$ cat config.mk
export PLATFORM = sky130hd
export DESIGN_NAME = mem_req_router
export DESIGN_NICKNAME = d
export VERILOG_FILES = /design/src/common/memsys_pkg.sv /design/src/verilog/mem_req_router.sv
export SDC_FILE = /design/constraint.sdc
export NUM_CORES = 1
export LEC_CHECK = 0
export BUFFER_PORTS_ARGS = -buffer_cell sky130_fd_sc_hd__clkbuf_2
export CAP_MARGIN = 30
export CORE_AREA = 5 5 119 121
export CTS_CLUSTER_DIAMETER = 150
export CTS_CLUSTER_SIZE = 12
export DETAILED_ROUTE_END_ITERATION = 6
export DIE_AREA = 0 0 124 126
export GPL_TIMING_DRIVEN = 0
export HOLD_SLACK_MARGIN = 0.05
export PLACE_DENSITY_LB_ADDON = 0.12
export SYNTH_ARGS = -nofsm -noshare
export SYNTH_HDL_FRONTEND = slang
export SYNTH_SLANG_ARGS = --single-unit
$ cat constraint.sdc
create_clock -name i_aclk -period 2.8 [get_ports i_aclk]
set_input_delay 0.56 -clock i_aclk [delete_from_list [all_inputs] [get_ports i_aclk]]
set_output_delay 0.56 -clock i_aclk [all_outputs]
set_load 0.01 [all_outputs]
$ cat src/common/memsys_pkg.sv
// bus widths, opcode and response enums, port request/response and AXI4-Lite channel structs
package memsys_pkg;

  localparam int ADDR_W = 32;           // byte address
  localparam int DATA_W = 32;
  localparam int STRB_W = DATA_W / 8;   // one strobe per byte lane

  typedef enum logic {
    MEM_READ  = 1'b0,
    MEM_WRITE = 1'b1
  } mem_op_e;

  typedef enum logic [1:0] {
    RESP_OKAY   = 2'b00,
    RESP_SLVERR = 2'b10
  } axil_resp_e;

  // ----------------------------------------
  // requester side
  typedef struct packed {
    logic              valid;
    logic [ADDR_W-1:0] addr;
  } fetch_req_t;

  typedef struct packed {
    logic              valid;
    mem_op_e           op;
    logic [ADDR_W-1:0] addr;
    logic [DATA_W-1:0] wdata;
    logic [STRB_W-1:0] wstrb;
  } data_req_t;

  typedef struct packed {
    logic              valid;
    logic              err;     // slave answered SLVERR
    logic [DATA_W-1:0] rdata;
  } mem_rsp_t;

  // ----------------------------------------
  // AXI4-Lite channels, ready travels apart
  typedef struct packed {
    logic              valid;
    logic [ADDR_W-1:0] addr;
    logic [2:0]        prot;
  } axil_addr_t;                // shared by AW and AR

  typedef struct packed {
    logic              valid;
    logic [DATA_W-1:0] data;
    logic [STRB_W-1:0] strb;
  } axil_w_t;

  typedef struct packed {
    logic       valid;
    axil_resp_e resp;
  } axil_b_t;

  typedef struct packed {
    logic              valid;
    logic [DATA_W-1:0] data;
    axil_resp_e        resp;
  } axil_r_t;

endpackage

$ cat src/verilog/mem_req_router.sv
// mem_req_router: round-robin read arbitration, write steering and response routing
`timescale 1ns/1ps

module mem_req_router (
  input  logic                          i_aclk,
  input  logic                          i_reset,
  input  memsys_pkg::fetch_req_t        i_fetch_req,
  output logic                          o_fetch_req_ready,
  input  memsys_pkg::data_req_t         i_data_req,
  output logic                          o_data_req_ready,
  output memsys_pkg::mem_rsp_t          o_fetch_rsp,
  output memsys_pkg::mem_rsp_t          o_data_rsp,
  output logic                          o_rd_valid,
  output logic [memsys_pkg::ADDR_W-1:0] o_rd_addr,
  output logic                          o_rd_src,
  input  logic                          i_rd_ready,
  output logic                          o_wr_valid,
  output logic [memsys_pkg::ADDR_W-1:0] o_wr_addr,
  output logic [memsys_pkg::DATA_W-1:0] o_wr_data,
  output logic [memsys_pkg::STRB_W-1:0] o_wr_strb,
  input  logic                          i_wr_ready,
  input  logic                          i_rd_done,
  input  logic [memsys_pkg::DATA_W-1:0] i_rd_data,
  input  memsys_pkg::axil_resp_e        i_rd_resp,
  input  logic                          i_rd_src,
  input  logic                          i_wr_done,
  input  memsys_pkg::axil_resp_e        i_wr_resp
);

  localparam logic SRC_FETCH = 1'b0;
  localparam logic SRC_DATA  = 1'b1;

  logic fetch_rd;
  logic data_rd;
  logic data_wr;
  logic grant_fetch;
  logic grant_data;
  logic prio_data_q;   // set when load/store wins the next tie

  assign fetch_rd = i_fetch_req.valid;
  assign data_rd  = i_data_req.valid && (i_data_req.op == memsys_pkg::MEM_READ);
  assign data_wr  = i_data_req.valid && (i_data_req.op == memsys_pkg::MEM_WRITE);

  // ----------------------------------------
  // read arbitration
  assign grant_fetch = fetch_rd && (!data_rd || !prio_data_q);
  assign grant_data  = data_rd && !grant_fetch;

  always_ff @(posedge i_aclk) begin
    if (i_reset) begin
      prio_data_q <= 1'b0;                   // fetch first after reset
    end else if (o_rd_valid && i_rd_ready) begin
      prio_data_q <= grant_fetch;            // loser goes first next time
    end
  end

  assign o_rd_valid = fetch_rd || data_rd;
  assign o_rd_addr  = grant_fetch ? i_fetch_req.addr : i_data_req.addr;
  assign o_rd_src   = grant_fetch ? SRC_FETCH : SRC_DATA;

  // writes bypass arbitration
  assign o_wr_valid = data_wr;
  assign o_wr_addr  = i_data_req.addr;
  assign o_wr_data  = i_data_req.wdata;
  assign o_wr_strb  = i_data_req.wstrb;

  assign o_fetch_req_ready = grant_fetch && i_rd_ready;
  assign o_data_req_ready  = data_wr ? i_wr_ready : (grant_data && i_rd_ready);

  // ----------------------------------------
  // completions back to the issuing port
  always_comb begin
    o_fetch_rsp.valid = i_rd_done && (i_rd_src == SRC_FETCH);
    o_fetch_rsp.err   = (i_rd_resp == memsys_pkg::RESP_SLVERR);
    o_fetch_rsp.rdata = i_rd_data;

    o_data_rsp.valid  = (i_rd_done && (i_rd_src == SRC_DATA)) || i_wr_done;
    o_data_rsp.err    = i_wr_done ? (i_wr_resp == memsys_pkg::RESP_SLVERR)
                                  : (i_rd_resp == memsys_pkg::RESP_SLVERR);
    o_data_rsp.rdata  = i_wr_done ? '0 : i_rd_data;   // no data on write ack
  end

endmodule

== Word-level counts from Yosys, hierarchy flattened ==
Cells that the tools add are included.

* Bits in registers: 1
* Bits in writable memories: 0
* Bits in read-only memories: 0
* Output and inout bits: 173
* Logic and storage cells: 25
* Bits in latches: 0
* Input port bits: 146
* Memories kept: 0

* $mul: 0
* Eq/ne operators: 2
* Bitwise logic cells: 2
* $lt $le $gt $ge: 0
* Multiplexer cells: 5
* Reductions and logical operators: 15
* Divide/modulo/power cells: 0
* Shift operators: 0
* $add $sub $neg: 0

{| class="wikitable"
|+ Operators by type and width
! operator !! number
|-
| 2-to-1 mux 32 bit || 2
|-
| logical AND 1 bit || 9
|-
| == test 2 bit, second input constant || 2
|-
| logical NOT 1 bit || 3
|-
| logical OR 1 bit || 3
|-
| 2-to-1 mux 1 bit || 3
|-
| inverter 1 bit || 2
|}

== Logic depth before layout (Yosys ltp) ==
* Depth after elaboration: 9
* Gate-level depth with buffers: 4
* Gate-level depth less buffers: 3

== Worst setup path before layout ==
OpenSTA, ideal clock, no wires.

* Path type: in2out
* Start: input port i_data_req[68] (netlist name)
* End: output port o_rd_addr[22] (netlist name)
* Arrival time: 1.308 ns
* Slack: 0.932 ns
* Required time: 2.240 ns
* Path buffers: 1
* Cell stages on the path: 4
* Path through: nand3b_4 nand2_4 buf_12 mux2_4

* Word-level cells in the longest chain between the ends: 6

{| class="wikitable"
|+ RTL lines
! what !! RTL line !! text
|-
| start, declared || mem_req_router.sv:9 || <nowiki>input memsys_pkg::data_req_t i_data_req,</nowiki>
|-
| inverter 1 bit || mem_req_router.sv:41 || <nowiki>assign data_rd = i_data_req.valid && (i_data_req.op == memsys_pkg::MEM_READ);</nowiki>
|-
| logical AND 1 bit || mem_req_router.sv:41 ||
|-
| logical NOT 1 bit || mem_req_router.sv:46 || <nowiki>assign grant_fetch = fetch_rd && (!data_rd || !prio_data_q);</nowiki>
|-
| logical OR 1 bit || mem_req_router.sv:46 ||
|-
| logical AND 1 bit || mem_req_router.sv:46 ||
|-
| 2-to-1 mux 32 bit || mem_req_router.sv:58 || <nowiki>assign o_rd_addr = grant_fetch ? i_fetch_req.addr : i_data_req.addr;</nowiki>
|-
| end, declared || mem_req_router.sv:14 || <nowiki>output logic [memsys_pkg::ADDR_W-1:0] o_rd_addr,</nowiki>
|}

Every way passes these cells.

== Final worst setup path ==
* Start: input port i_data_req[68] (netlist name)
* End: output port o_rd_addr[29] (netlist name)

The elaborated chain is that of the path after synthesis.

==> summary.txt <==
Worst setup path
  – Crit path kind: in -> out
  – Worst path required time: 2.24 ns
  – Setup crit start kind: input port
  – CP arrival: 1.61 ns
  – Crit-path max FO: 10
  – Worst Setup End Kind: output pin

Floorplan
  – Die area: 15600 sq um
  – Io pins: 319
  – Die span in y: 126 um
  – Core area: 13000 sq um
  – Initial Util: 12.7%
  – Row cnt: 42
  – Die X: 124 um

Synthesis
  – Post-synth EDFFs: 0
  – Sequential fraction of the synthesis area: 1.21%
  – Mean area per synthesized cell: 8.67 sq um
  – Number of synthesis warnings: 0
  – Synthesized flop and latch total: 1
  – Async SR Flop Fraction: 0%
  – Main flop type after synthesis: dfxtp_1
  – Synth cell count leaders: buf_4, nor2b_1, mux2_4
  – Synth area leaders: buf_4, mux2_4, nor2b_1
  – Cells after synthesis: 190
  – Post-synthesis net count: 336
  – Post-synth top area cell: buf_4
  – Top cell type's share of synthesized area: 45.6%
  – Mapped cell area: 1650 sq um
  – Post-synth cell types: 21
  – Cell with the most instances after synthesis: buf_4

Timing
  – Setup ws final: 0.632 ns
  – RSZ-0062 raised after global routing: false
  – Final setup vio count: 0
  – Worst Skew: 0 ns
  – WHS: 0.559 ns
  – Maximum clock rate: 461 MHz
  – Worst slew pin tran: 0.471 ns
  – Final hold viol count: 0
  – Slew headroom: 68.6%
  – Period utilization: 77.4%
  – Setup TNS: 0 ns
  – Slew Limit Fails: 0
  – Period minus WS final: 2.17 ns

Routing
  – First-pass DRT Iterations: 2
  – Vias post-DR: 2190
  – Detail Route Antenna Nets: 0
  – Iter 0 DRT Violations: 5
  – Wire length per cell: 11.9 um
  – Final wirelength: 7690 um
  – # DRC: 0
  – Vias per cell: 3.38

Power and ir drop
  – Sw power: 233 uW
  – Switching part of the total: 41.0%
  – Combinational Power Share: 97.0%
  – Peak supply drop: 68.1 uV
  – Cell Pwr Density: 173 nW/um^2
  – Seq pwr share: 3.0%
  – Leakage: 2.09 nW
  – Int Pwr: 334 uW
  – Clock network power share: 0%
  – Final Total Pwr: 567 uW

CTS
  – Worst-path clk slew: 0 ns
  – Post-CTS resize count: 0
  – Post-CTS setup buffer count: 0
  – Clock Latency Late Sink: 0 ns
  – # hold bufs at CTS: 0

Final layout
  – Area of the multi-input gates: 802 sq um
  – Fin nets: 620
  – Register area: 20.0 sq um
  – Largest registers: prio_data_q: 1 flops
  – Max reg flops: 1
  – # fillers: 1444
  – Layout cells sized above 1: 89.6%
  – Post-route insts no fill: 648
  – Area Growth Syn to Fin: 99.0%
  – Antenna diode count: 0
  – Most flops, register: prio_data_q

Placed design
  – DP Wirelength: 7440 um
  – DP Worst Slack: 0.593 ns
  – Placed instance count: 648
  – Port Buf Inserts: 282
  – RD Place Congestion: 0.737

GRT
  – Initial antenna violation count: 0
  – Global-route wire length before repair: 10500 um
  – Vias in the first global route: 2107
  – Largest net degree at the start of global routing: 11
  – Grt ovf: 0
  – GRT Overall Usage: 8.12%

Run status
  – Outcome: completed

Flow run
  – Max capacitance violation total: 0

Min path
  – Hold Path Class: reg -> reg
worst max-delay path, cell delays in order:
cell	delay, ns
clkbuf_2	0.11
nand3b_4	0.17
nand2_4	0.16
buf_12	0.17
mux2_4	0.30
clkbuf_2	0.14
placed cells by master (no fill, tap or decap):
cell type	Yosys	final
mux2_2	3	3
nand2_4	1	1
buf_4	100	100
nand3b_4	1	1
nor2b_1	34	34
nand2b_1	1	1
clkbuf_1	3	3
o2bb2ai_1	1	1
a21oi_1	1	1
a21boi_0	1	1
nand3b_1	1	1
mux2_4	29	29
buf_12	3	3
dfxtp_1	1	1
inv_1	1	1
and3_2	1	1
and2b_2	1	1
clkbuf_2	0	282
and2_2	1	1
nand2_1	4	4
a311oi_1	1	1
or2_2	1	1
kinds of logic after synthesis:
group	count (synthesis)	synth area share [%]
mux	32	28.5
compound gates	4	1.82
simple gates	46	18.4
buf+inv	107	50.1
flops	1	1.21
power by group through the flow:
| stage | Clock (mW) | Sequential (mW) | Combinational (mW) |
|---|---|---|---|
| 2_1_floorplan | 0 | 0.0168 | 0.310 |
| 3_3_place_gp | 0 | 0.0170 | 0.565 |
| 3_5_place_dp | 0 | 0.0170 | 0.562 |
| 4_1_cts | 0 | 0.0171 | 0.563 |
| 5_1_grt | 0 | 0.0173 | 0.598 |
| 6_report | 0 | 0.0171 | 0.550 |
final timing paths:
path	startpoint	to	slack, ns	depth (start not counted)
worst max-delay path	i_data_req[68]	o_rd_addr[29]	0.63	6
worst min-delay path	prio_data_q$_SDFFE_PP0P_	prio_data_q$_SDFFE_PP0P_	0.56	1
worst max register to register	prio_data_q$_SDFFE_PP0P_	prio_data_q$_SDFFE_PP0P_	2.02	2
worst min register to register	prio_data_q$_SDFFE_PP0P_	prio_data_q$_SDFFE_PP0P_	0.56	1
stage by stage:
step	instance area (sq um)	utilization, %
final	3280	25.3
after global routing	3280	25.3
after CTS	3280	25.3
after detailed placement	3280	25.3
after global placement	3280	25.3
after floorplan	1650	-
cell type report:
cell class	instances	area share, %
Tap cell	176	6.71
Buffer	106	25.1
Inverter	1	0.114
Timing Repair Buffer	282	43.0
Multi-Input combinational cell	82	24.5
Sequential cell	1	0.610
routing by layer:
layer | global-route usage [%] | part of all wire, %
met5 | 0 | 0
met1 | 6.52 | 27
met2 | 18.2 | 57
met4 | 0.580 | 0.79
met3 | 2.96 | 16
(Power assumes the default switching activity.)
