## config.mk

```make
export PLATFORM = sky130hd
export DESIGN_NAME = axil_master_bridge
export DESIGN_NICKNAME = d
export VERILOG_FILES = /design/src/common/memsys_pkg.sv /design/src/axil_master/axil_master_bridge.sv
export SDC_FILE = /design/constraint.sdc
export NUM_CORES = 1
export LEC_CHECK = 0
export BUFFER_PORTS_ARGS = -buffer_cell sky130_fd_sc_hd__buf_2
export CORE_AREA = 2 2 116 118
export CTS_CLUSTER_DIAMETER = 200
export DETAILED_ROUTE_END_ITERATION = 7
export DIE_AREA = 0 0 118 120
export GPL_TIMING_DRIVEN = 0
export PLACE_DENSITY = 0.7
export SLEW_MARGIN = 20
export SYNTH_ARGS = -nofsm -noshare
export SYNTH_HDL_FRONTEND = slang
export SYNTH_SLANG_ARGS = --single-unit
```

## constraint.sdc

```tcl
create_clock -name i_aclk -period 3.4 [get_ports i_aclk]
set_input_delay 0.17 -clock i_aclk [delete_from_list [all_inputs] [get_ports i_aclk]]
set_output_delay 0.17 -clock i_aclk [all_outputs]
set_load 0.05 [all_outputs]
```

## src/common/memsys_pkg.sv

```systemverilog
// bus widths, opcode and response enums, port request/response and AXI4-Lite channel structs
package memsys_pkg;

  localparam int ADDR_W = 32;           // byte address
  localparam int DATA_W = 32;
  localparam int STRB_W = DATA_W / 8;   // one strobe per byte lane

  typedef enum logic {
    MEM_READ  = 1'b0,
    MEM_WRITE = 1'b1
  } mem_op_e;

  typedef enum logic [1:0] {
    RESP_OKAY   = 2'b00,
    RESP_SLVERR = 2'b10
  } axil_resp_e;

  // ----------------------------------------
  // requester side
  typedef struct packed {
    logic              valid;
    logic [ADDR_W-1:0] addr;
  } fetch_req_t;

  typedef struct packed {
    logic              valid;
    mem_op_e           op;
    logic [ADDR_W-1:0] addr;
    logic [DATA_W-1:0] wdata;
    logic [STRB_W-1:0] wstrb;
  } data_req_t;

  typedef struct packed {
    logic              valid;
    logic              err;     // slave answered SLVERR
    logic [DATA_W-1:0] rdata;
  } mem_rsp_t;

  // ----------------------------------------
  // AXI4-Lite channels, ready travels apart
  typedef struct packed {
    logic              valid;
    logic [ADDR_W-1:0] addr;
    logic [2:0]        prot;
  } axil_addr_t;                // shared by AW and AR

  typedef struct packed {
    logic              valid;
    logic [DATA_W-1:0] data;
    logic [STRB_W-1:0] strb;
  } axil_w_t;

  typedef struct packed {
    logic       valid;
    axil_resp_e resp;
  } axil_b_t;

  typedef struct packed {
    logic              valid;
    logic [DATA_W-1:0] data;
    axil_resp_e        resp;
  } axil_r_t;

endpackage

```

## src/axil_master/axil_master_bridge.sv

```systemverilog
// axil_master_bridge: AXI4-Lite master with separate read and write channel FSMs
`timescale 1ns/1ps

module axil_master_bridge (
  input  logic                          i_aclk,
  input  logic                          i_reset,
  input  logic                          i_rd_valid,
  input  logic [memsys_pkg::ADDR_W-1:0] i_rd_addr,
  input  logic                          i_rd_src,
  output logic                          o_rd_ready,
  input  logic                          i_wr_valid,
  input  logic [memsys_pkg::ADDR_W-1:0] i_wr_addr,
  input  logic [memsys_pkg::DATA_W-1:0] i_wr_data,
  input  logic [memsys_pkg::STRB_W-1:0] i_wr_strb,
  output logic                          o_wr_ready,
  output logic                          o_rd_done,
  output logic [memsys_pkg::DATA_W-1:0] o_rd_data,
  output memsys_pkg::axil_resp_e        o_rd_resp,
  output logic                          o_rd_src,
  output logic                          o_wr_done,
  output memsys_pkg::axil_resp_e        o_wr_resp,
  output memsys_pkg::axil_addr_t        o_aw,
  input  logic                          i_awready,
  output memsys_pkg::axil_w_t           o_w,
  input  logic                          i_wready,
  input  memsys_pkg::axil_b_t           i_b,
  output logic                          o_bready,
  output memsys_pkg::axil_addr_t        o_ar,
  input  logic                          i_arready,
  input  memsys_pkg::axil_r_t           i_r,
  output logic                          o_rready
);

  typedef enum logic [1:0] {RD_IDLE, RD_ADDR, RD_DATA} rd_state_e;
  typedef enum logic [1:0] {WR_IDLE, WR_ADDR, WR_DATA, WR_RESP} wr_state_e;

  localparam logic [2:0] PROT_USER_DATA = 3'b000;   // unprivileged, secure, data

  rd_state_e                     rd_state;
  rd_state_e                     rd_next;
  wr_state_e                     wr_state;
  wr_state_e                     wr_next;
  logic                          rd_ready_q;
  logic                          wr_ready_q;
  logic                          rd_accept;
  logic                          wr_accept;
  logic                          ar_fire;
  logic                          r_fire;
  logic                          aw_fire;
  logic                          w_fire;
  logic                          b_fire;
  logic [memsys_pkg::ADDR_W-1:0] rd_addr_q;
  logic                          rd_src_q;
  logic [memsys_pkg::ADDR_W-1:0] wr_addr_q;
  logic [memsys_pkg::DATA_W-1:0] wr_data_q;
  logic [memsys_pkg::STRB_W-1:0] wr_strb_q;
  logic                          rd_done_q;
  logic [memsys_pkg::DATA_W-1:0] rd_data_q;
  memsys_pkg::axil_resp_e        rd_resp_q;
  logic                          wr_done_q;
  memsys_pkg::axil_resp_e        wr_resp_q;

  assign rd_accept = i_rd_valid && rd_ready_q;
  assign wr_accept = i_wr_valid && wr_ready_q;
  assign ar_fire   = (rd_state == RD_ADDR) && i_arready;
  assign r_fire    = (rd_state == RD_DATA) && i_r.valid;
  assign aw_fire   = (wr_state == WR_ADDR) && i_awready;
  assign w_fire    = (wr_state == WR_DATA) && i_wready;
  assign b_fire    = (wr_state == WR_RESP) && i_b.valid;

  // ----------------------------------------
  // read channel
  always_comb begin
    rd_next = rd_state;
    case (rd_state)
      RD_IDLE: if (rd_accept) rd_next = RD_ADDR;
      RD_ADDR: if (ar_fire)   rd_next = RD_DATA;
      RD_DATA: if (r_fire)    rd_next = RD_IDLE;
      default:                rd_next = RD_IDLE;
    endcase
  end

  always_ff @(posedge i_aclk) begin
    if (i_reset) begin
      rd_state   <= RD_IDLE;
      rd_ready_q <= 1'b0;
      rd_done_q  <= 1'b0;
    end else begin
      rd_state   <= rd_next;
      rd_ready_q <= (rd_next == RD_IDLE);   // tracks idle from the cycle after reset
      rd_done_q  <= r_fire;
    end
  end

  always_ff @(posedge i_aclk) begin
    if (rd_accept) begin
      rd_addr_q <= i_rd_addr;
      rd_src_q  <= i_rd_src;
    end
    if (r_fire) begin
      rd_data_q <= i_r.data;
      rd_resp_q <= i_r.resp;
    end
  end

  // ----------------------------------------
  // write channel
  always_comb begin
    wr_next = wr_state;
    case (wr_state)
      WR_IDLE: if (wr_accept) wr_next = WR_ADDR;
      WR_ADDR: if (aw_fire)   wr_next = WR_DATA;
      WR_DATA: if (w_fire)    wr_next = WR_RESP;
      WR_RESP: if (b_fire)    wr_next = WR_IDLE;
      default:                wr_next = WR_IDLE;
    endcase
  end

  always_ff @(posedge i_aclk) begin
    if (i_reset) begin
      wr_state   <= WR_IDLE;
      wr_ready_q <= 1'b0;
      wr_done_q  <= 1'b0;
    end else begin
      wr_state   <= wr_next;
      wr_ready_q <= (wr_next == WR_IDLE);
      wr_done_q  <= b_fire;
    end
  end

  always_ff @(posedge i_aclk) begin
    if (wr_accept) begin
      wr_addr_q <= i_wr_addr;
      wr_data_q <= i_wr_data;
      wr_strb_q <= i_wr_strb;
    end
    if (b_fire) begin
      wr_resp_q <= i_b.resp;
    end
  end

  // ----------------------------------------
  // AXI side
  always_comb begin
    o_ar.valid = (rd_state == RD_ADDR);
    o_ar.addr  = rd_addr_q;
    o_ar.prot  = PROT_USER_DATA;
    o_aw.valid = (wr_state == WR_ADDR);
    o_aw.addr  = wr_addr_q;
    o_aw.prot  = PROT_USER_DATA;
    o_w.valid  = (wr_state == WR_DATA);
    o_w.data   = wr_data_q;
    o_w.strb   = wr_strb_q;
  end

  assign o_rready = (rd_state == RD_DATA);
  assign o_bready = (wr_state == WR_RESP);

  // router side
  assign o_rd_ready = rd_ready_q;
  assign o_wr_ready = wr_ready_q;
  assign o_rd_done  = rd_done_q;
  assign o_rd_data  = rd_data_q;
  assign o_rd_resp  = rd_resp_q;
  assign o_rd_src   = rd_src_q;    // held until the next accept
  assign o_wr_done  = wr_done_q;
  assign o_wr_resp  = wr_resp_q;

endmodule

```

# After elaboration in Yosys (flattened, before gate mapping)
# Index checks and enable logic that the tools add are counted.
# W data, S select, Z words.
# totals
register_bits	145
latch_bits	0
ram_bits	0
mem_bits_ro	0
in_bits	146
out_inout_bits	152
word_cells	39
mem_count	0
# op_classes
addsub	0
n_mul	0
div	0
magnitude_cmp	0
n_eq_ne	5
shift	0
n_mux	9
n_bitwise	0
n_reduce_logical	11
# ops
op	n
$mux W2	7
$logic_not A2 Y1	4
$pmux W2 S4	1
$logic_and A1 B1 Y1	7
$eq A2 B2 Y1 const B	3
$pmux W2 S3	1
$eq A2 B1 Y1 const B	2

# Depth between registers and ports, before layout
# Gate-level depths: netlist of run 1.
# depth
depth_word	5
depth_mapped	3
depth_no_buf	3

# Worst setup path after synthesis of run 1
# OpenSTA, ideal clock, no wires.
# synth_timing
kind	flip-flop to flip-flop
startpoint	register rd_state[1]
endpoint	register rd_data_q (netlist bit o_rd_data[0]) (enable)
setup_time_ns	0.394
t_arrival_ns	2.125
required_time_ns	3.006
setup_slack_ns	0.881
path_stages_with_launch	3
path_buffers	0
period_less_slack_ns	2.519
cell_sequence	dfxtp_1 -> nor2b_1 -> and2_1
# synth_between
elab_chain_len	2
# synth_rtl
item	line_no	text
start: declaration	axil_master_bridge.sv:39	rd_state_e rd_state;
start signal: assignment	axil_master_bridge.sv:89	rd_state <= rd_next;
$eq A2 B2 Y1	n/a	
named net o_rready	axil_master_bridge.sv:31	output logic o_rready
$logic_and A1 B1 Y1	axil_master_bridge.sv:66	assign r_fire = (rd_state == RD_DATA) && i_r.valid;
named net r_fire	axil_master_bridge.sv:48	logic r_fire;
end signal: assignment	axil_master_bridge.sv:101	rd_data_q <= i_r.data;
end: declaration	axil_master_bridge.sv:58	logic [memsys_pkg::DATA_W-1:0] rd_data_q;
# The timed path passes the listed nets, and every way through them passes these cells.
# A chain may end at the register's enable or synchronous reset.

# Final worst setup path of run 1
# layout_timing
startpoint	register rd_state[1]
endpoint	register rd_resp_q[1], in the netlist o_rd_resp[1] (enable)
# layout_between
elab_chain_len	2
# layout_rtl
item	line_no	text
$eq A2 B2 Y1	axil_master_bridge.sv:66	
$logic_and A1 B1 Y1	axil_master_bridge.sv:66	
named net r_fire	axil_master_bridge.sv:48	
end signal: assignment	axil_master_bridge.sv:102	rd_resp_q <= i_r.resp;
end: declaration	axil_master_bridge.sv:59	memsys_pkg::axil_resp_e rd_resp_q;
# The timed path passes the listed nets, and every way through them passes these cells.

==> impl_metrics.yaml, run 1 <==
status:
  status: "finished clean"
routing:
  postRouteAntennaNets: 0
  drc: 0
  routed_wirelength_um: 12900
  wire_per_inst_um: 15.7
  first_iter_violations: 151
  vias_per_cell: 4.21
  via_count: 3459
  first_pass_iters: 4
clock_network:
  cts_resized: 0
  cts_tree: "done"
  clk_latency_ns: 0.41
  path_clk_slew_ns: 0.05
  holdBufCountCts: 137
  htree_levels: 4
  cts_buffer_depth: 2
  root_buffer: "clkbuf_16"
  cts_setup_buffers: 0
  numCtsBuffers: 17
  cts_sinks: 145
worst_setup_path:
  reg2reg_slack_ns: 1.70
  cp_slowest_cell: "and2_2"
  rr_startpoint: "rd_state[1]"
  slowest_delay_ns: 0.69
  critPathRequiredTime_ns: 3.44
  crit_family: "simple AND/OR/NAND/NOR gates"
  r2r_cells: 2
  start_kind: "flop"
  path_depth: 2
  path_class: "flop to flop"
  crit_chain: "nor2b_1, and2_2"
  crit_path_start: "rd_state[1]"
  crit_fanout: 34
  crit_buf_inv: 0
  cp.arrival_ns: 1.74
  cp-end-kind: "flop"
layout:
  fillers: 922
  final_area_um2: 8150
  drive_gt1_share_pct: 50.8
  multi_input_area_um2: 181
  antenna_cells: 0
  area_growth_pct: 81.2
  regArea_um2: 4270
  fin_nets: 779
synth:
  ys_seq_elements: 145
  synth_area_um2: 4500
  post-synth-top-area-cell: "edfxtp_1"
  synthFlopType: "edfxtp_1"
  ys_async_sr_fraction_pct: 0
  ys_types: 19
  ys_seq_area_share_pct: 95.0
  synth.top_cells.by_area: "edfxtp_1, dfxtp_1, buf_4"
  synth_edf_count: 137
  yosysMostFrequentCell: "edfxtp_1"
  synth_area_per_cell_um2: 25.0
  synth_common_cells: "edfxtp_1, dfxtp_1, buf_4"
  yosysWarningCount: 0
  syn-instance-count: 180
  synth.top_cell.area_share_pct: 91.5
timing:
  rsz0062_at_grt: "false"
  setup_viol: 0
  setup_tns_ns: 0
  finalHoldViolations: 0
  finalHoldWorstSlack_ns: 0.0150
  relSlewSlack_pct: 47.9
  fin_crit_sh_pct: 49.9
  min_period_ns: 1.70
  clock_skew_ns: 0.00944
  layout_setup_ws_ns: 1.70
  fmax_ghz: 0.589
  worstMarginPinSlew_ns: 0.782
  slew_viol_final: 0
place:
  dp_hpwl_um: 8110
  pre_cts_slack_ns: 1.67
  globalplace.congestion: 0.734
  dpl_cell_area_um2: 6230
  io_buffers: 291
worst_hold_path:
  hold_start: "i_reset"
  whs_path_depth: 2
  hp-class: "input port to flop"
grt:
  grt_pass1_wl_um: 19500
  grt_overflow: 0
  grt.total_usage_pct: 18.6
  grt_max_degree: 68
  antenna_found_initial: 0
  grt_pass1_vias: 3845
run:
  maxCapViolations: 0
power_and_ir_drop:
  powerDensity_nw_per_um2: 544
  peakVddDrop_uv: 322
  leakagePower_nw: 3.49
die:
  chipWidth_um: 118
  dieArea_um2: 14200
  fp-row-count: 42
  die_h_um: 120
  initial_core_util_pct: 34.7
  core_area_um2: 13000
  pin_count: 298
==> worst register-to-register path, stage by stage, from the launching register on <==
cell	delay [ns]
dfxtp_1	0.38
nor2b_1	0.25
and2_2	0.69
==> state kept, by name, indices dropped and copies added (netlist names) <==
name	cells
o_rd_data	32
rd_addr_q	32
wr_addr_q	32
wr_data_q	32
wr_strb_q	4
o_rd_resp	2
o_wr_resp	2
rd_state	2
wr_state	2
o_rd_done	1
o_rd_ready	1
o_rd_src	1
o_wr_done	1
o_wr_ready	1
==> through the flow <==
stage | utilization (%) | std cells | power, mW
6_report | 62.8 | 822 | 4.43
5_1_grt | 62.8 | 822 | 4.58
4_1_cts | 62.8 | 822 | 4.47
3_5_place_dp | 48.0 | 653 | 2.60
3_3_place_gp | 47.7 | 652 | 2.59
2_1_floorplan | - | 185 | 2.43
==> power by group <==
| group | total (mW) | internal [mW] | switching (mW) | leakage, nW |
|---|---|---|---|---|
| logic | 0.621 | 0.227 | 0.395 | 1.90 |
| registers | 2.07 | 2.05 | 0.0238 | 1.33 |
| clock network | 1.74 | 1.07 | 0.665 | 0.274 |
==> logic make-up (layout without fill, tap and decap cells) <==
family / after synthesis / in the layout / synth area share, %
buffers and inverters: 11 / 472 / 1.42
multiplexers: 2 / 2 / 0.723
flip-flops: 145 / 145 / 95.0
AND/OR/NAND/NOR: 16 / 16 / 2.03
AO/OA/AOI/OAI: 5 / 5 / 0.723
other: 1 / 6 / 0.0834
==> metal layers <==
| layer | wire length [µm] | GRT usage, % | up-vias |
|---|---|---|---|
| li1 | - | - | 1606 |
| met1 | 4370 | 18.5 | 1646 |
| met2 | 7200 | 33.9 | 173 |
| met3 | 945 | 6.84 | 34 |
| met4 | 397 | 9.86 | 0 |
| met5 | 0 | 0 | - |
==> placed cells by master, fill, tap and decap left out, types with 2 or more instances in the layout <==
cell type and n:
nor2b_1 3, dlygate4sd3_1 137, nor3_1 2, clkbuf_1 4, bufinv_16 2, clkbuf_16 17, clkinv_4 2, conb_1 6
and3_1 2, clkinv_1 2, a21oi_1 2, buf_4 6, edfxtp_1 137, and2_2 2, clkinv_2 4, nor2_1 2
dfxtp_1 8, and2_1 2, inv_1 4, buf_2 291
==> worst paths after layout <==
check | to
max | o_rd_resp[1]
min | wr_state[0]
max reg2reg | o_rd_resp[1]
min reg2reg | rd_state[0]
==> area by class of cell <==
type	count	share of cell area (%)
buffer	6	0.553
clock buffer	21	5.40
clock inverter	11	1.40
inverter	5	0.261
multi-input combinational	29	2.23
sequential	145	52.4
tap	176	2.70
timing repair buffer	429	35.0
Power figures use the tool's default switching activity.
==> run 2: changes to the inputs <==
==> constraint.sdc (replaced) <==
create_clock -name i_aclk -period 1.65 [get_ports i_aclk]
set_input_delay 0.0825 -clock i_aclk [delete_from_list [all_inputs] [get_ports i_aclk]]
set_output_delay 0.0825 -clock i_aclk [all_outputs]
set_load 0.05 [all_outputs]
==> run 2 against run 1 <==
Effect of this change:
- the flow now stops in clock tree synthesis (4_1_cts)
- synthesized area stayed put
- synthesized cell count stayed put
==> impl_metrics.yaml, run 2 <==
place:
  dp_hpwl_um: 8240
  globalplace.congestion: 0.780
  post-place-cells: 653
  io_buffers: 291
  pre_cts_slack_ns: -0.0605
synth:
  synthMuxAreaShare_pct: 0.723
  yosysWarningCount: 0
  yosys.area_share.simple_pct: 2.03
  synth_top_family_by_area: "simple AND/OR/NAND/NOR gates"
  synthAdderAreaFrac_pct: 0
  synth_xor_area_share_pct: 0
  ys_async_sr_fraction_pct: 0
  syn-instance-count: 180
  synth.top_cell.area_share_pct: 91.5
  ys_types: 19
  ys_seq_area_share_pct: 95.0
  post-synth-top-area-cell: "edfxtp_1"
  yosysMostFrequentCell: "edfxtp_1"
  synth_area_per_cell_um2: 25.0
  synthFlopType: "edfxtp_1"
  ys_seq_elements: 145
  synth_edf_count: 137
  synth_area_um2: 4500
  synth_common_cells: "edfxtp_1, dfxtp_1, buf_4"
  synth.top_cells.by_area: "edfxtp_1, dfxtp_1, buf_4"
  synth_compound_area_share_pct: 0.723
die:
  pin_count: 298
  fp-row-count: 42
  initial_core_util_pct: 34.7
  chipWidth_um: 118
  die_h_um: 120
clock_network:
  cts_setup_buffers: 0
  holdBufCountCts: 138
  cts_resized: 0
  cts_buffer_depth: 2
  cts_sinks: 145
  numCtsBuffers: 17
  root_buffer: "clkbuf_16"
  htree_levels: 4
status:
  error: "[ERROR RSZ-0060] Max buffer count reached."
  status: "did not finish"
  stop_stage: "clock tree synthesis (4_1_cts)"
==> run 2: cell counts after synthesis <==
Identical to the previous run, type by type.
==> run 2: stage by stage <==
| step | area [µm²] | hold WS, ns |
|---|---|---|
| after floorplan | 4540 | 0.152 |
| after global placement | 6220 | 0.259 |
| after detailed placement | 6240 | 0.261 |
==> run 2: cells by family after synthesis <==
logic type,Yosys count
buffers and inverters,11
and+or+nand+nor,16
other,1
DFF,145
AOI/OAI and AO/OA,5
muxes,2
==> run 3: changes to the inputs <==
--- a/config.mk
+++ b/config.mk
@@ -6,12 +6,11 @@
 export NUM_CORES = 1
 export LEC_CHECK = 0
 export BUFFER_PORTS_ARGS = -buffer_cell sky130_fd_sc_hd__buf_2
-export CORE_AREA = 2 2 116 118
-export CTS_CLUSTER_DIAMETER = 200
+export CORE_MARGIN = 2
+export CORE_UTILIZATION = 23
 export DETAILED_ROUTE_END_ITERATION = 7
-export DIE_AREA = 0 0 118 120
 export GPL_TIMING_DRIVEN = 0
-export PLACE_DENSITY = 0.7
+export PLACE_DENSITY_LB_ADDON = 0.15
 export SLEW_MARGIN = 20
 export SYNTH_ARGS = -nofsm -noshare
 export SYNTH_HDL_FRONTEND = slang
==> run 3 against run 2 <==
Effect of this change:
- the run now ends clean
==> impl_metrics.yaml, run 3 (same netlist as run 1, synthesis figures left out) <==
worst_setup_path:
  crit_fanout: 28
  rr_startpoint: "o_wr_ready"
  cp_slowest_cell: "dfxtp_4"
  path_depth: 4
  reg2reg_to: "wr_data_q[27]"
  crit_path_start: "o_wr_ready"
  critPathRequiredTime_ns: 1.81
  slowest_delay_ns: 0.34
  cp.arrival_ns: 1.69
  cp-end-kind: "flop"
  endpoint: "wr_data_q[27]"
  crit_family: "buffers and inverters"
  start_kind: "flop"
  crit_buf_inv: 3
  path_class: "flop to flop"
  crit_chain: "nand2_4, clkinvlp_4, buf_16, buf_12"
  reg2reg_slack_ns: 0.12
  r2r_cells: 4
die:
  pin_count: 298
  fp-row-count: 51
  chipWidth_um: 144
  die_h_um: 144
  core_area_um2: 19300
  dieArea_um2: 20700
  initial_core_util_pct: 23.3
place:
  dp_hpwl_um: 8720
  post-place-cells: 743
  globalplace.congestion: 0.676
  io_buffers: 291
  pre_cts_slack_ns: 0.105
clock_network:
  cts_tree: "done"
  cts_sinks: 145
  cts_buffer_depth: 2
  path_clk_slew_ns: 0.06
  htree_levels: 4
  clk_latency_ns: 0.42
  cts_resized: 0
  root_buffer: "clkbuf_16"
  numCtsBuffers: 17
timing:
  relSlewSlack_pct: 45.0
  fmax_ghz: 0.655
  setup_tns_ns: 0
  setup_viol: 0
  layout_setup_ws_ns: 0.124
  min_period_ns: 1.53
  slew_viol_final: 0
  finalHoldWorstSlack_ns: 0.0803
  clock_skew_ns: 0.00637
  worstMarginPinSlew_ns: 0.825
  rsz0062_at_grt: "false"
  finalHoldViolations: 0
  fin_crit_sh_pct: 92.5
routing:
  postRouteAntennaNets: 0
  first_iter_violations: 92
  routed_wirelength_um: 12600
  vias_per_cell: 3.75
  first_pass_iters: 4
  via_count: 3443
  wire_per_inst_um: 13.8
  drc: 0
layout:
  antenna_cells: 0
  layout_commonest_cell: "buf_2"
  most-common-layout-cells: "buf_2, dlygate4sd3_1, edfxtp_1, clkbuf_16, dfxtp_1"
  fillers: 1748
  fin_nets: 785
  regArea_um2: 4280
  final_util_pct: 43.5
  multi_input_area_um2: 198
  drive_gt1_share_pct: 51.4
  area_growth_pct: 87.2
  final_cells: 917
grt:
  grt.total_usage_pct: 11.7
  grt_overflow: 0
  grt_pass1_wl_um: 17800
  grt_max_degree: 36
  antenna_found_initial: 0
  grt_pass1_vias: 3659
worst_hold_path:
  hp-class: "input port to flop"
power_and_ir_drop:
  leakagePower_nw: 3.54
  powerDensity_nw_per_um2: 1140
  peakVddDrop_uv: 665
status:
  status: "finished clean"
run:
  maxCapViolations: 0
==> run 3: per-stage QoR <==
| stage | total power [mW] | cell area [µm²] |
|---|---|---|
| after floorplan | 5.01 | 4540 |
| after global placement | 5.35 | 6330 |
| after detailed placement | 5.38 | 6380 |
| after CTS | 9.74 | 8420 |
| after global routing | 9.94 | 8420 |
| final | 9.61 | 8420 |
==> run 3: tightest hold or removal path: stages <==
cell    delay [ns]
buf_2         0.09
mux4_2        0.24
nor2_1        0.04
==> run 3: timing repair <==
item	4_1_cts	5_1_grt
hold buffers	142	0
buffers inserted	0	0
hold endpoints to repair	143	0
==> run 3: worst min-delay path by stage <==
stage / start / end / slack (ns) / cells after the start
2_1_floorplan: i_reset / o_rd_ready / 0.15 / 1
3_3_place_gp: i_wr_data[26] / wr_data_q[26] / 0.26 / 1
3_5_place_dp: i_rd_addr[2] / rd_addr_q[2] / 0.26 / 1
4_1_cts: i_b[2] / wr_state[0] / 0.06 / 3
5_1_grt: i_b[2] / wr_state[0] / 0.07 / 3
6_report: i_b[2] / wr_state[0] / 0.08 / 3
==> run 3: metal layers <==
metal | wire, µm | part of all wire [%] | track usage [%]
met3 | 684 | 5.4 | 3.73
met4 | 371 | 2.9 | 6.30
met5 | 0 | 0 | 0
met1 | 4510 | 36 | 11.5
met2 | 7080 | 56 | 21.7
==> run 3: where the power goes <==
part | switching (mW) | internal (mW) | leakage (nW) | total [mW]
clock | 1.50 | 2.54 | 0.291 | 4.04
sequential | 0.0442 | 4.22 | 1.33 | 4.27
combinational | 0.813 | 0.484 | 1.92 | 1.30
total | 2.36 | 7.25 | 3.54 | 9.61
==> run 3: cell type report <==
type	count	share of cell area [%]
plain buffers	6	0.535
inverters	5	0.267
clock buffers	20	5.19
repair buffers	435	34.7
well taps	265	3.94
multi-input cells	29	2.35
flip-flops and latches	145	50.8
clock inverters	12	2.17
==> run 4: changes to the inputs <==
--- a/config.mk
+++ b/config.mk
@@ -6,7 +6,7 @@
 export NUM_CORES = 1
 export LEC_CHECK = 0
 export BUFFER_PORTS_ARGS = -buffer_cell sky130_fd_sc_hd__buf_2
-export CORE_MARGIN = 2
+export CORE_MARGIN = 4
 export CORE_UTILIZATION = 23
 export DETAILED_ROUTE_END_ITERATION = 7
 export GPL_TIMING_DRIVEN = 0
==> run 4 against run 3 <==
Effect of this change:
- die area increased by 5.6%
- setup slack improved by 0.12 ns
- first-iteration DRC count increased by 12%
- critical endpoint is now o_ar[35]
==> impl_metrics.yaml, run 4 (same netlist as run 1, synthesis figures left out) <==
worst_setup_path:
  start_kind: "flop"
  crit_buf_inv: 1
  critPathRequiredTime_ns: 1.57
  crit_fanout: 5
  r2r_cells: 1
  reg2reg_to: "rd_addr_q[9]"
  crit_chain: "nor2b_1, buf_2"
  crit_family: "flip-flops"
  cp.arrival_ns: 1.32
  cp-end-kind: "output port"
  rr_startpoint: "o_rd_ready"
  path_class: "flop to output port"
  slowest_delay_ns: 0.42
  reg2reg_slack_ns: 0.26
  cp_slowest_cell: "dfxtp_1"
layout:
  layout_commonest_cell: "buf_2"
  final_area_um2: 8350
  drive_gt1_share_pct: 51.8
  fin_nets: 785
  area_growth_pct: 85.6
  antenna_cells: 0
  most-common-layout-cells: "buf_2, dlygate4sd3_1, edfxtp_1, clkbuf_16, dfxtp_1"
place:
  pre_cts_slack_ns: 0.0597
  io_buffers: 291
  globalplace.congestion: 0.699
  dp_hpwl_um: 9310
  dpl_cell_area_um2: 6370
routing:
  drc: 0
  via_count: 3400
  wire_per_inst_um: 14.5
  first_iter_violations: 103
  vias_per_cell: 3.73
  first_pass_iters: 4
  routed_wirelength_um: 13300
  postRouteAntennaNets: 0
grt:
  grt_overflow: 0
  grt_pass1_wl_um: 20000
  grt.total_usage_pct: 11.9
  grt_pass1_vias: 3795
  grt_max_degree: 36
  antenna_found_initial: 0
status:
  status: "finished clean"
timing:
  worstMarginPinSlew_ns: 0.807
  fin_crit_sh_pct: 85.3
  rsz0062_at_grt: "false"
  setup_viol: 0
  fmax_ghz: 0.711
  min_period_ns: 1.41
  slew_viol_final: 0
  layout_setup_ws_ns: 0.243
  finalHoldViolations: 0
  finalHoldWorstSlack_ns: 0.0983
  relSlewSlack_pct: 46.2
  clock_skew_ns: 0.00876
power_and_ir_drop:
  peakVddDrop_uv: 639
  p_comb_share_pct: 14.1
  switching_share_pct: 26.1
  power.net_switching_mw: 2.40
  seq_power_share_pct: 46.4
  intPower_mw: 6.80
  leakagePower_nw: 3.51
  powerDensity_nw_per_um2: 1100
  clkPwrFrac_pct: 39.5
clock_network:
  cts_sinks: 145
  root_buffer: "clkbuf_16"
  path_clk_slew_ns: 0.06
  clk_latency_ns: 0.41
  cts_setup_buffers: 0
  cts_resized: 0
  htree_levels: 4
  cts_tree: "done"
  cts_buffer_depth: 2
  numCtsBuffers: 17
die:
  die_h_um: 148
  initial_core_util_pct: 23.7
  pin_count: 298
  dieArea_um2: 21900
  core_area_um2: 19000
  chipWidth_um: 148
  fp-row-count: 50
worst_hold_path:
  hp-class: "input port to flop"
  hold_start: "i_b[2]"
  hold_path_end: "wr_state[0]"
  whs_path_depth: 3
run:
  maxCapViolations: 0
==> run 4: final cells by class <==
class | count | area (µm²)
sequential | 145 | 4280
clock inverter | 14 | 130
clock buffer | 18 | 429
inverter | 5 | 22.5
fill | 1730 | 10600
tap | 260 | 325
buffer | 6 | 45.0
timing repair buffer | 434 | 2920
multi-input combinational | 29 | 198
timing repair inverter | 1 | 5.00
==> run 4: routing by layer <==
layer	GRT usage, %	up-vias	wire length, µm
met5	0	-	0
met4	4.62	0	263
met3	4.17	19	897
met2	21.9	146	7330
met1	12.4	1619	4780
li1	-	1616	-
==> run 4: per-stage QoR <==
step / total power, mW / utilization (%) / instances / setup TNS (ns)
finish: 9.20 / 44.0 / 912 / 0
global route: 9.59 / 44.0 / 912 / 0
CTS: 9.36 / 44.0 / 911 / 0
detailed placement: 5.38 / 33.6 / 738 / 0
global placement: 5.35 / 33.4 / 736 / -34.59
floorplan: 5.01 / - / 185 / -12.31
==> run 4: worst max-delay path by stage <==
stage                start  slack, ns       endpoint  cells past startpoint
6_report       rd_state[0]       0.24       o_ar[35]                      2
5_1_grt         o_rd_ready       0.05    rd_state[0]                      3
4_1_cts         o_wr_ready       0.05  wr_addr_q[27]                      4
3_5_place_dp    o_wr_ready       0.06  wr_data_q[27]                      4
3_3_place_gp    o_wr_ready      -0.51  wr_addr_q[27]                      2
2_1_floorplan   o_wr_ready      -0.18   wr_addr_q[0]                      2
==> run 4: power groups by stage <==
stage	clock [mW]	combinational, mW	sequential [mW]
2_1_floorplan	0	0.153	4.86
4_1_cts	3.79	1.31	4.27
5_1_grt	3.93	1.37	4.28
3_3_place_gp	0	1.01	4.35
6_report	3.63	1.30	4.27
3_5_place_dp	0	1.04	4.34
==> run 4: what timing repair did <==
| action | 4_1_cts | 5_1_grt |
|---|---|---|
| hold endpoints to repair | 143 | 0 |
| endpoints found under the setup margin | 0 | 24 |
| hold buffers | 141 | 0 |
